--- src/jtagPkg.sv ---
package jtagPkg;

	// ------------------------------
	// TAP states
	// ------------------------------

	// Simplified six-state TAP in a 3-bit code.
	// Bit 0 marks the two select states.
	typedef enum logic [2:0] {
		IDLE   = 3'b000, // Waits for TMS low.
		ISEL   = 3'b001, // Instruction path chosen.
		ISHFT  = 3'b100, // Command shifting.
		DSEL   = 3'b101, // Data path chosen.
		DSHFT  = 3'b010, // Data shifting.
		UPDATE = 3'b110  // Command acted on here.
	} tapState_e;

	// ------------------------------
	// Commands
	// ------------------------------

	// Low bits of the command register. Upper bits must be zero for a valid command.
	typedef enum logic [2:0] {
		OP_NONE   = 3'b000, // No operation.
		OP_ADDR   = 3'b001, // Load address from data register.
		OP_READ   = 3'b010, // Runtime memory read.
		OP_WRITE  = 3'b011, // Runtime memory write.
		OP_SCAN   = 3'b100, // Select scan chain access.
		OP_SPI    = 3'b101, // Select SPI access.
		OP_RESUME = 3'b110, // Clear pause request.
		OP_PAUSE  = 3'b111  // Set pause request.
	} jtagOp_e;

	localparam int CMD_W = 8; // Command register width.
	localparam int OP_W  = 3; // Opcode field width, at the LSBs.

	// Status bit positions loaded into the command register on ISEL -> ISHFT.
	localparam int STAT_BOOTED = 0;
	localparam int STAT_PAUSED = 1;

endpackage

--- src/cmdExecute.sv ---
`timescale 1ns/1ps

module cmdExecute #(
	parameter int DATA_W = 16 // Data and address width.
) (
	input  logic                       i_clk,
	input  logic                       i_rstN,
	input  jtagPkg::tapState_e         i_state,
	input  logic [jtagPkg::CMD_W-1:0]  i_cmd,
	input  logic                       i_shiftBit,  // TDI during DSHFT.
	input  logic                       i_shiftEn,   // Shift strobe during DSHFT.
	input  logic                       i_isBooted,  // Gates pause and resume.
	input  logic                       i_isPaused,  // Gates memory and access commands.
	input  logic [DATA_W-1:0]          i_memDataIn,
	output logic [DATA_W-1:0]          o_memAddr,
	output logic [DATA_W-1:0]          o_memDataOut,
	output logic                       o_memWr,     // Valid with o_memEn.
	output logic                       o_memEn,     // One-cycle access strobe.
	output logic                       o_doPause,
	output logic                       o_dataMsb,   // For TDO.
	output logic                       o_spiSel,
	output logic                       o_scanSel
);

	jtagPkg::jtagOp_e    op;
	logic                cmdValid;    // Upper command bits all zero.
	logic                inUpdate;
	logic                updDoneQ;    // Set while UPDATE persists.
	logic                firstUpdate; // First cycle of an UPDATE.
	logic                isAddr, isMem, isAccess, isState;
	logic                exeAddr, exeMem, exeAccess, exeState;
	logic [DATA_W-1:0]   dataQ;
	logic [DATA_W-1:0]   addrQ;
	logic                spiSelQ, scanSelQ;
	logic                pauseQ;

	// ------------------------------
	// Command decode
	// ------------------------------

	assign op       = jtagPkg::jtagOp_e'(i_cmd[jtagPkg::OP_W-1:0]);
	assign cmdValid = ~|i_cmd[jtagPkg::CMD_W-1:jtagPkg::OP_W];

	always_comb begin
		isAddr   = 1'b0;
		isMem    = 1'b0;
		isAccess = 1'b0;
		isState  = 1'b0;
		case (op)
			jtagPkg::OP_ADDR:   isAddr   = 1'b1;
			jtagPkg::OP_READ,
			jtagPkg::OP_WRITE:  isMem    = 1'b1;
			jtagPkg::OP_SCAN,
			jtagPkg::OP_SPI:    isAccess = 1'b1;
			jtagPkg::OP_RESUME,
			jtagPkg::OP_PAUSE:  isState  = 1'b1;
			default: ;                          // OP_NONE does nothing.
		endcase
	end

	// Act only once per visit to UPDATE, however many clocks it lasts.
	assign inUpdate    = (i_state == jtagPkg::UPDATE);
	assign firstUpdate = inUpdate & ~updDoneQ;

	// Status gates.
	assign exeAddr   = cmdValid & isAddr & firstUpdate;
	assign exeMem    = cmdValid & isMem & firstUpdate & i_isPaused;
	assign exeAccess = cmdValid & isAccess & firstUpdate & i_isPaused;
	assign exeState  = cmdValid & isState & firstUpdate & i_isBooted;

	// ------------------------------
	// Registers
	// ------------------------------

	always_ff @(posedge i_clk) begin
		if (!i_rstN) begin
			updDoneQ <= 1'b0;
			dataQ    <= '0;
			addrQ    <= '0;
			spiSelQ  <= 1'b0;
			scanSelQ <= 1'b0;
			pauseQ   <= 1'b0;
		end else begin
			updDoneQ <= inUpdate; // Clears as soon as UPDATE is left.

			// Data register. A read loads memory, otherwise DSHFT shifts TDI in.
			if (exeMem && (op == jtagPkg::OP_READ)) begin
				dataQ <= i_memDataIn;
			end else if (i_shiftEn) begin
				dataQ <= {dataQ[DATA_W-2:0], i_shiftBit};
			end

			if (exeAddr) begin
				addrQ <= dataQ; // Address comes from the last data shift.
			end

			// Any command rewrites the selects, so only an access command keeps one.
			if (firstUpdate) begin
				spiSelQ  <= exeAccess & (op == jtagPkg::OP_SPI);
				scanSelQ <= exeAccess & (op == jtagPkg::OP_SCAN);
			end

			if (exeState) begin
				pauseQ <= i_cmd[0]; // Pause is 1, resume is 0.
			end
		end
	end

	// ------------------------------
	// Outputs
	// ------------------------------

	assign o_memAddr    = addrQ;
	assign o_memDataOut = dataQ;
	assign o_memWr      = i_cmd[0]; // Read and write differ in bit 0.
	assign o_memEn      = exeMem;   // One cycle through firstUpdate.
	assign o_doPause    = pauseQ;
	assign o_dataMsb    = dataQ[DATA_W-1];
	assign o_spiSel     = spiSelQ;
	assign o_scanSel    = scanSelQ;

	// Memory must see a single access per UPDATE.
	assert property (@(posedge i_clk) disable iff (!i_rstN)
		o_memEn |=> !o_memEn);

endmodule

--- src/jtagPort.sv ---
`timescale 1ns/1ps

module jtagPort #(
	parameter int DATA_W = 16 // Data and address width.
) (
	input  logic              i_clk,
	input  logic              i_rstN,

	// Host pins.
	input  logic              i_TCK,
	input  logic              i_TMS,
	input  logic              i_TDI,
	output logic              o_TDO,

	// Processor status.
	input  logic              i_isBooted,
	input  logic              i_isPaused,

	// Runtime memory.
	input  logic [DATA_W-1:0] i_memDataIn,
	output logic [DATA_W-1:0] o_memAddr,
	output logic [DATA_W-1:0] o_memDataOut,
	output logic              o_memWr,
	output logic              o_memEn,

	// Chain enables and pause request.
	output logic              o_spiAccess,
	output logic              o_scanAccess,
	output logic              o_doPause
);

	// ------------------------------
	// Stage wires
	// ------------------------------

	logic                      tckRise, tckFall;
	logic                      tms, tdi;
	jtagPkg::tapState_e        state;
	logic [jtagPkg::CMD_W-1:0] cmd;
	logic                      shiftBit, shiftEn;
	logic                      dataMsb;
	logic                      spiSel, scanSel;

	// Pin sampling.
	tckSampler u_sampler (
		.i_clk     (i_clk),
		.i_rstN    (i_rstN),
		.i_TCK     (i_TCK),
		.i_TMS     (i_TMS),
		.i_TDI     (i_TDI),
		.o_tckRise (tckRise),
		.o_tckFall (tckFall),
		.o_tms     (tms),
		.o_tdi     (tdi)
	);

	// TAP FSM and command register.
	tapDecode u_decode (
		.i_clk      (i_clk),
		.i_rstN     (i_rstN),
		.i_tckRise  (tckRise),
		.i_tms      (tms),
		.i_tdi      (tdi),
		.i_isBooted (i_isBooted),
		.i_isPaused (i_isPaused),
		.o_state    (state),
		.o_cmd      (cmd),
		.o_shiftBit (shiftBit),
		.o_shiftEn  (shiftEn)
	);

	// Data path and command actions.
	cmdExecute #(
		.DATA_W (DATA_W)
	) u_execute (
		.i_clk        (i_clk),
		.i_rstN       (i_rstN),
		.i_state      (state),
		.i_cmd        (cmd),
		.i_shiftBit   (shiftBit),
		.i_shiftEn    (shiftEn),
		.i_isBooted   (i_isBooted),
		.i_isPaused   (i_isPaused),
		.i_memDataIn  (i_memDataIn),
		.o_memAddr    (o_memAddr),
		.o_memDataOut (o_memDataOut),
		.o_memWr      (o_memWr),
		.o_memEn      (o_memEn),
		.o_doPause    (o_doPause),
		.o_dataMsb    (dataMsb),
		.o_spiSel     (spiSel),
		.o_scanSel    (scanSel)
	);

	// TDO and access enables.
	tdoResult u_result (
		.i_clk        (i_clk),
		.i_rstN       (i_rstN),
		.i_tckFall    (tckFall),
		.i_state      (state),
		.i_cmdMsb     (cmd[jtagPkg::CMD_W-1]),
		.i_dataMsb    (dataMsb),
		.i_spiSel     (spiSel),
		.i_scanSel    (scanSel),
		.o_TDO        (o_TDO),
		.o_spiAccess  (o_spiAccess),
		.o_scanAccess (o_scanAccess)
	);

endmodule

--- src/tapDecode.sv ---
`timescale 1ns/1ps

module tapDecode (
	input  logic                         i_clk,
	input  logic                         i_rstN,
	input  logic                         i_tckRise,  // TCK rising strobe.
	input  logic                         i_tms,      // Synchronized TMS.
	input  logic                         i_tdi,      // Synchronized TDI.
	input  logic                         i_isBooted, // Processor status.
	input  logic                         i_isPaused,
	output jtagPkg::tapState_e           o_state,
	output logic [jtagPkg::CMD_W-1:0]    o_cmd,
	output logic                         o_shiftBit, // TDI for the data register.
	output logic                         o_shiftEn   // Data shift strobe.
);

	jtagPkg::tapState_e            stateQ, stateD;
	logic [jtagPkg::CMD_W-1:0]     cmdQ;
	logic [jtagPkg::CMD_W-1:0]     statusWord; // Processor status, LSB aligned.
	logic                          loadStatus; // ISEL -> ISHFT step.
	logic                          inDshft;

	// ------------------------------
	// Next-state logic
	// ------------------------------

	always_comb begin
		stateD = stateQ;
		case (stateQ)
			jtagPkg::IDLE:   stateD = i_tms ? jtagPkg::IDLE : jtagPkg::ISEL;
			jtagPkg::ISEL:   stateD = i_tms ? jtagPkg::DSEL : jtagPkg::ISHFT;
			jtagPkg::ISHFT:  stateD = i_tms ? jtagPkg::UPDATE : jtagPkg::ISHFT;
			jtagPkg::DSEL:   stateD = i_tms ? jtagPkg::IDLE : jtagPkg::DSHFT;
			jtagPkg::DSHFT:  stateD = i_tms ? jtagPkg::IDLE : jtagPkg::DSHFT;
			jtagPkg::UPDATE: stateD = jtagPkg::IDLE; // One TCK in UPDATE only.
			default:         stateD = jtagPkg::IDLE; // Recover from bad codes.
		endcase
	end

	// ------------------------------
	// Status capture
	// ------------------------------

	always_comb begin
		statusWord                       = '0;
		statusWord[jtagPkg::STAT_BOOTED] = i_isBooted;
		statusWord[jtagPkg::STAT_PAUSED] = i_isPaused;
	end

	// Entering instruction shift replaces the shift with a status load.
	assign loadStatus = (stateQ == jtagPkg::ISEL) & ~i_tms;

	// ------------------------------
	// Registers
	// ------------------------------

	always_ff @(posedge i_clk) begin
		if (!i_rstN) begin
			stateQ <= jtagPkg::IDLE;
			cmdQ   <= '0;
		end else if (i_tckRise) begin
			stateQ <= stateD; // Advance once per TCK rise.
			if (loadStatus) begin
				cmdQ <= statusWord;
			end else begin
				cmdQ <= {cmdQ[jtagPkg::CMD_W-2:0], i_tdi}; // TDI in at LSB.
			end
		end
	end

	// ------------------------------
	// Outputs
	// ------------------------------

	assign inDshft    = (stateQ == jtagPkg::DSHFT);
	assign o_state    = stateQ;
	assign o_cmd      = cmdQ;
	assign o_shiftBit = i_tdi & inDshft;     // Only meaningful while shifting data.
	assign o_shiftEn  = i_tckRise & inDshft; // Includes the exit edge with TMS high.

	// The state register holds one of the six TAP codes at all times.
	assert property (@(posedge i_clk) disable iff (!i_rstN)
		stateQ inside {jtagPkg::IDLE, jtagPkg::ISEL, jtagPkg::ISHFT,
			jtagPkg::DSEL, jtagPkg::DSHFT, jtagPkg::UPDATE});

endmodule

--- src/tckSampler.sv ---
`timescale 1ns/1ps

module tckSampler (
	input  logic i_clk,
	input  logic i_rstN,
	input  logic i_TCK,     // Raw host pins, asynchronous to i_clk.
	input  logic i_TMS,
	input  logic i_TDI,
	output logic o_tckRise, // One-cycle strobe per TCK rising edge.
	output logic o_tckFall, // One-cycle strobe per TCK falling edge.
	output logic o_tms,     // Synchronized TMS level.
	output logic o_tdi      // Synchronized TDI level.
);

	// ------------------------------
	// Synchronizers
	// ------------------------------

	logic [1:0] tckSync; // Bit 0 is the first stage.
	logic [1:0] tmsSync;
	logic [1:0] tdiSync;
	logic       tckPrev; // Synchronized TCK one cycle back.

	always_ff @(posedge i_clk) begin
		if (!i_rstN) begin
			tckSync <= '0;
			tmsSync <= '0;
			tdiSync <= '0;
			tckPrev <= 1'b0;
		end else begin
			tckSync <= {tckSync[0], i_TCK}; // Two flops per pin.
			tmsSync <= {tmsSync[0], i_TMS};
			tdiSync <= {tdiSync[0], i_TDI};
			tckPrev <= tckSync[1];          // Edge history.
		end
	end

	// ------------------------------
	// Edge strobes
	// ------------------------------

	// TMS and TDI go through the same depth as TCK, so they line up with the strobes.
	assign o_tckRise = tckSync[1] & ~tckPrev;
	assign o_tckFall = ~tckSync[1] & tckPrev;
	assign o_tms     = tmsSync[1];
	assign o_tdi     = tdiSync[1];

	// A single synchronized TCK cannot rise and fall in one cycle.
	assert property (@(posedge i_clk) disable iff (!i_rstN)
		!(o_tckRise && o_tckFall));

endmodule

--- src/tdoResult.sv ---
`timescale 1ns/1ps

module tdoResult (
	input  logic               i_clk,
	input  logic               i_rstN,
	input  logic               i_tckFall, // TCK falling strobe.
	input  jtagPkg::tapState_e i_state,
	input  logic               i_cmdMsb,  // Command register MSB.
	input  logic               i_dataMsb, // Data register MSB.
	input  logic               i_spiSel,
	input  logic               i_scanSel,
	output logic               o_TDO,
	output logic               o_spiAccess,
	output logic               o_scanAccess
);

	logic inDshft;
	logic tdoQ;

	assign inDshft = (i_state == jtagPkg::DSHFT);

	// ------------------------------
	// TDO flop
	// ------------------------------

	// Updated on the fall so the bit is stable by the next TCK rise.
	always_ff @(posedge i_clk) begin
		if (!i_rstN) begin
			tdoQ <= 1'b0;
		end else if (i_tckFall) begin
			tdoQ <= inDshft ? i_dataMsb : i_cmdMsb; // Data path only in DSHFT.
		end
	end

	assign o_TDO = tdoQ;

	// ------------------------------
	// Access enables
	// ------------------------------

	assign o_spiAccess  = i_spiSel & inDshft;  // Live during data shift only.
	assign o_scanAccess = i_scanSel & inDshft;

	// The two selects come from one command, so at most one chain is open.
	assert property (@(posedge i_clk) disable iff (!i_rstN)
		!(o_spiAccess && o_scanAccess));

endmodule
--- config.mk ---
export PLATFORM = sky130hd
export DESIGN_NAME = jtagPort
export DESIGN_NICKNAME = d
export VERILOG_FILES = /design/src/jtagPkg.sv /design/src/cmdExecute.sv /design/src/jtagPort.sv /design/src/tapDecode.sv /design/src/tckSampler.sv /design/src/tdoResult.sv
export SDC_FILE = /design/constraint.sdc
export NUM_CORES = 1
export LEC_CHECK = 0
export ABC_AREA = 1
export BUFFER_PORTS_ARGS = -buffer_cell sky130_fd_sc_hd__buf_2
export CORE_ASPECT_RATIO = 1.75
export CORE_UTILIZATION = 57
export CTS_CLUSTER_SIZE = 28
export DETAILED_ROUTE_END_ITERATION = 7
export HOLD_SLACK_MARGIN = 0.1
export PLACE_DENSITY = 0.85
export SYNTH_ARGS = -nofsm -noshare
export SYNTH_HDL_FRONTEND = slang
export SYNTH_SLANG_ARGS = --single-unit
--- constraint.sdc ---
create_clock -name i_clk -period 2.91 [get_ports i_clk]
set_input_delay 0.4365 -clock i_clk [delete_from_list [all_inputs] [get_ports i_clk]]
set_output_delay 0.4365 -clock i_clk [all_outputs]
set_load 0.03 [all_outputs]
==> impl_metrics.tcl <==
set metrics [dict create \
    status "finished clean" \
    grt_pass1_wl_mm 8.666 \
    drtIter0Drc 58 \
    areaGrowthSynthToFinish_pct 14.40 \
    cts-htree-levels 2 \
    hold_path_class "primary input to flip-flop" \
    row_count 31 \
    grt_max_degree 34 \
    synth_edf_count 0 \
    syn_inst 344 \
    netlist.area_leader.share_pct 44.78 \
    cts.reportedPaths.clkPinSlew_ns 0.10 \
    clk_latency_ns 0.31 \
    post-route-drc-count 0 \
    regArea_um2 1101 \
    hpwl_mm 3.779 \
    vias 2316 \
    numCtsBuffers 5 \
    worstPathRequired_ns 3.16 \
    fp.dieW_um 51.65 \
    worstSetupStartpointType "flip-flop" \
    wl_mm 5.467 \
    leakagePower_nw 1.367 \
    crit_type "flip-flop to flip-flop" \
    cp.arrival_ns 2.31 \
    avgSynthCellArea_um2 7.147 \
    timing.setup.tns_ns 0 \
    multi_input_area_um2 1032 \
    synthFlopType "dfxtp_1" \
    end_kind "flip-flop" \
    synth.distinct_cells 26 \
    drv_slew 0 \
    use_met1_pct 27.74 \
    place_inst 436 \
    finalHoldViolations 0 \
    peakVddDrop_uv 441.2 \
    fillCellCount 389 \
    gr-max-usage-layer "met2" \
    skew_ns 0.01093 \
    p_per_area_nw_per_um2 453.1 \
    cts_tree "built" \
    core_area_um2 4150 \
    period_share_pct 70.67 \
    finalSetupViolCount 0 \
    yosysTopAreaCell "dfxtp_1" \
    yosysSeqAreaShare_pct 44.78 \
    cts-resized-gates 0 \
    yosysMostFrequentCell "nand2_1" \
    clock.fmax_ghz 0.4863 \
    synth_area_leaders "dfxtp_1, nand2_1, a21oi_1" \
    period_minus_slack_ns 2.056 \
    drive_above_1_share_pct 19.49 \
    slew_headroom_pct 49.26 \
    start_util_pct 59.24 \
    ys_ff_latch 55 \
    dr.pass1.iters 4 \
    io_pins 61 \
    final_nets 417 \
    tightest_slew_ns 0.7594 \
    fp.dieH_um 88.88 \
    cts_root_buf "clkbuf_8" \
    vias_per_cell 5.216 \
    ys_async_sr_fraction_pct 0 \
    use_met2_pct 44.98 \
    io_buffers 60 \
    grt.overflow.total 0 \
    syn_nets 367 \
    ant_nets 0 \
    cp_max_fo 33 \
    cts_setup_buffers 0 \
    stdcell_count 444 \
    gp_congestion 0.8365 \
    antenna_found_initial 0 \
    synthTopCellsByCount "nand2_1, inv_1, dfxtp_1" \
    grt_pass1_vias 2005 \
    maxCapViolCount 0 \
    rsz0062_at_grt "false" \
    hold_buffers 0 \
    grtUsageTotal_pct 25.03 \
    num_antenna_cells 0 \
    clockBufferDepth 2 \
    grtUsageMet3_pct 3.952 \
    routedWlPerCell_um 12.31 \
    die_area_um2 4590 \
    syn_area_um2 2459 \
    cts.sinks 55 \
    yosys_warnings 0 \
]
[critical path, stage by stage, from the launching register on]
cell and delay [ns]:
dfxtp_1 0.43, nand2_1 0.13, nor2_4 0.30, nand4_2 0.66
nand3b_1 0.31, nand2_1 0.07, nor2_1 0.10
[cell type report]
class,count,area share (%)
clock buffer,6,2.580
timing repair buffer,61,10.94
tap,49,2.180
clock inverter,2,0.4448
sequential,55,39.15
inverter,60,8.007
multi-input combinational,211,36.70
[registers in the layout, summed over array words and instances, names as in the netlist]
name and count:
u_decode.o_state 3, u_sampler.tckPrev 1, u_sampler.tdiSync 2, u_decode.o_cmd 8
u_execute.o_spiSel 1, u_execute.o_doPause 1, u_execute.updDoneQ 1, u_result.o_TDO 1
u_execute.o_memDataOut 16, u_sampler.tckSync 2, u_sampler.tmsSync 2, u_execute.o_memAddr 16
u_execute.o_scanSel 1
[cells by family after synthesis]
logic type	Yosys count	share of synthesized area [%]
buffers and inverters	78	13.23
AOI/OAI and AO/OA	79	16.79
and+or+nand+nor	132	25.19
DFF	55	44.78
[per-layer routing]
metal,part of all wire (%),vias up
met5,0,-
met4,3.3,0
met3,3.7,18
met2,52,61
met1,41,1027
li1,-,1210
[report_power, final]
group	internal (W)	leakage (nW)	switching (W)
registers	0.000764	0.445	0.00000928
clock network	0.000169	0.0412	0.000243
logic	0.0000293	0.880	0.0000602
total	0.000962	1.37	0.000312
[placed cells by master, fill, tap and decap left out, types with 5 or more instances in the layout]
| master | netlist | layout |
|---|---|---|
| a21oi_1 | 44 | 44 |
| buf_2 | 8 | 60 |
| clkbuf_8 | 0 | 5 |
| dfxtp_1 | 55 | 55 |
| inv_1 | 58 | 58 |
| nand2_1 | 72 | 72 |
| nand3_1 | 20 | 20 |
| nand4_1 | 17 | 17 |
| nor2_1 | 13 | 13 |
| o21ai_0 | 13 | 13 |
| o21ai_1 | 14 | 14 |
[final timing paths]
kind,depth (start not counted),startpoint,slack (ns),end
min reg2reg,2,u_sampler.tckSync[0]$_SDFF_PN0_,0.42,u_sampler.tckSync[1]$_SDFF_PN0_
min,3,i_TCK,0.31,u_sampler.tckSync[0]$_SDFF_PN0_
max reg2reg,6,u_decode.o_cmd[1]$_SDFFE_PN0P_,0.85,u_execute.o_memDataOut[0]$_SDFFE_PN0P_
max,6,u_decode.o_cmd[1]$_SDFFE_PN0P_,0.85,u_execute.o_memDataOut[0]$_SDFFE_PN0P_
[stage by stage]
step	total power, W	setup slack (ns)	hold slack (ns)	area (µm²)	util, %
after floorplan	0.0008464	0.9487	0.3905	2459	-
after global placement	0.0008771	0.8633	0.3935	2728	65.72
after detailed placement	0.0008792	0.8008	0.3988	2728	65.72
after CTS	0.001284	0.8800	0.3043	2813	67.77
after global routing	0.001325	0.6327	0.3078	2813	67.77
final	0.001274	0.8536	0.3107	2813	67.77
Note: power is estimated with default switching activity, not from simulation.
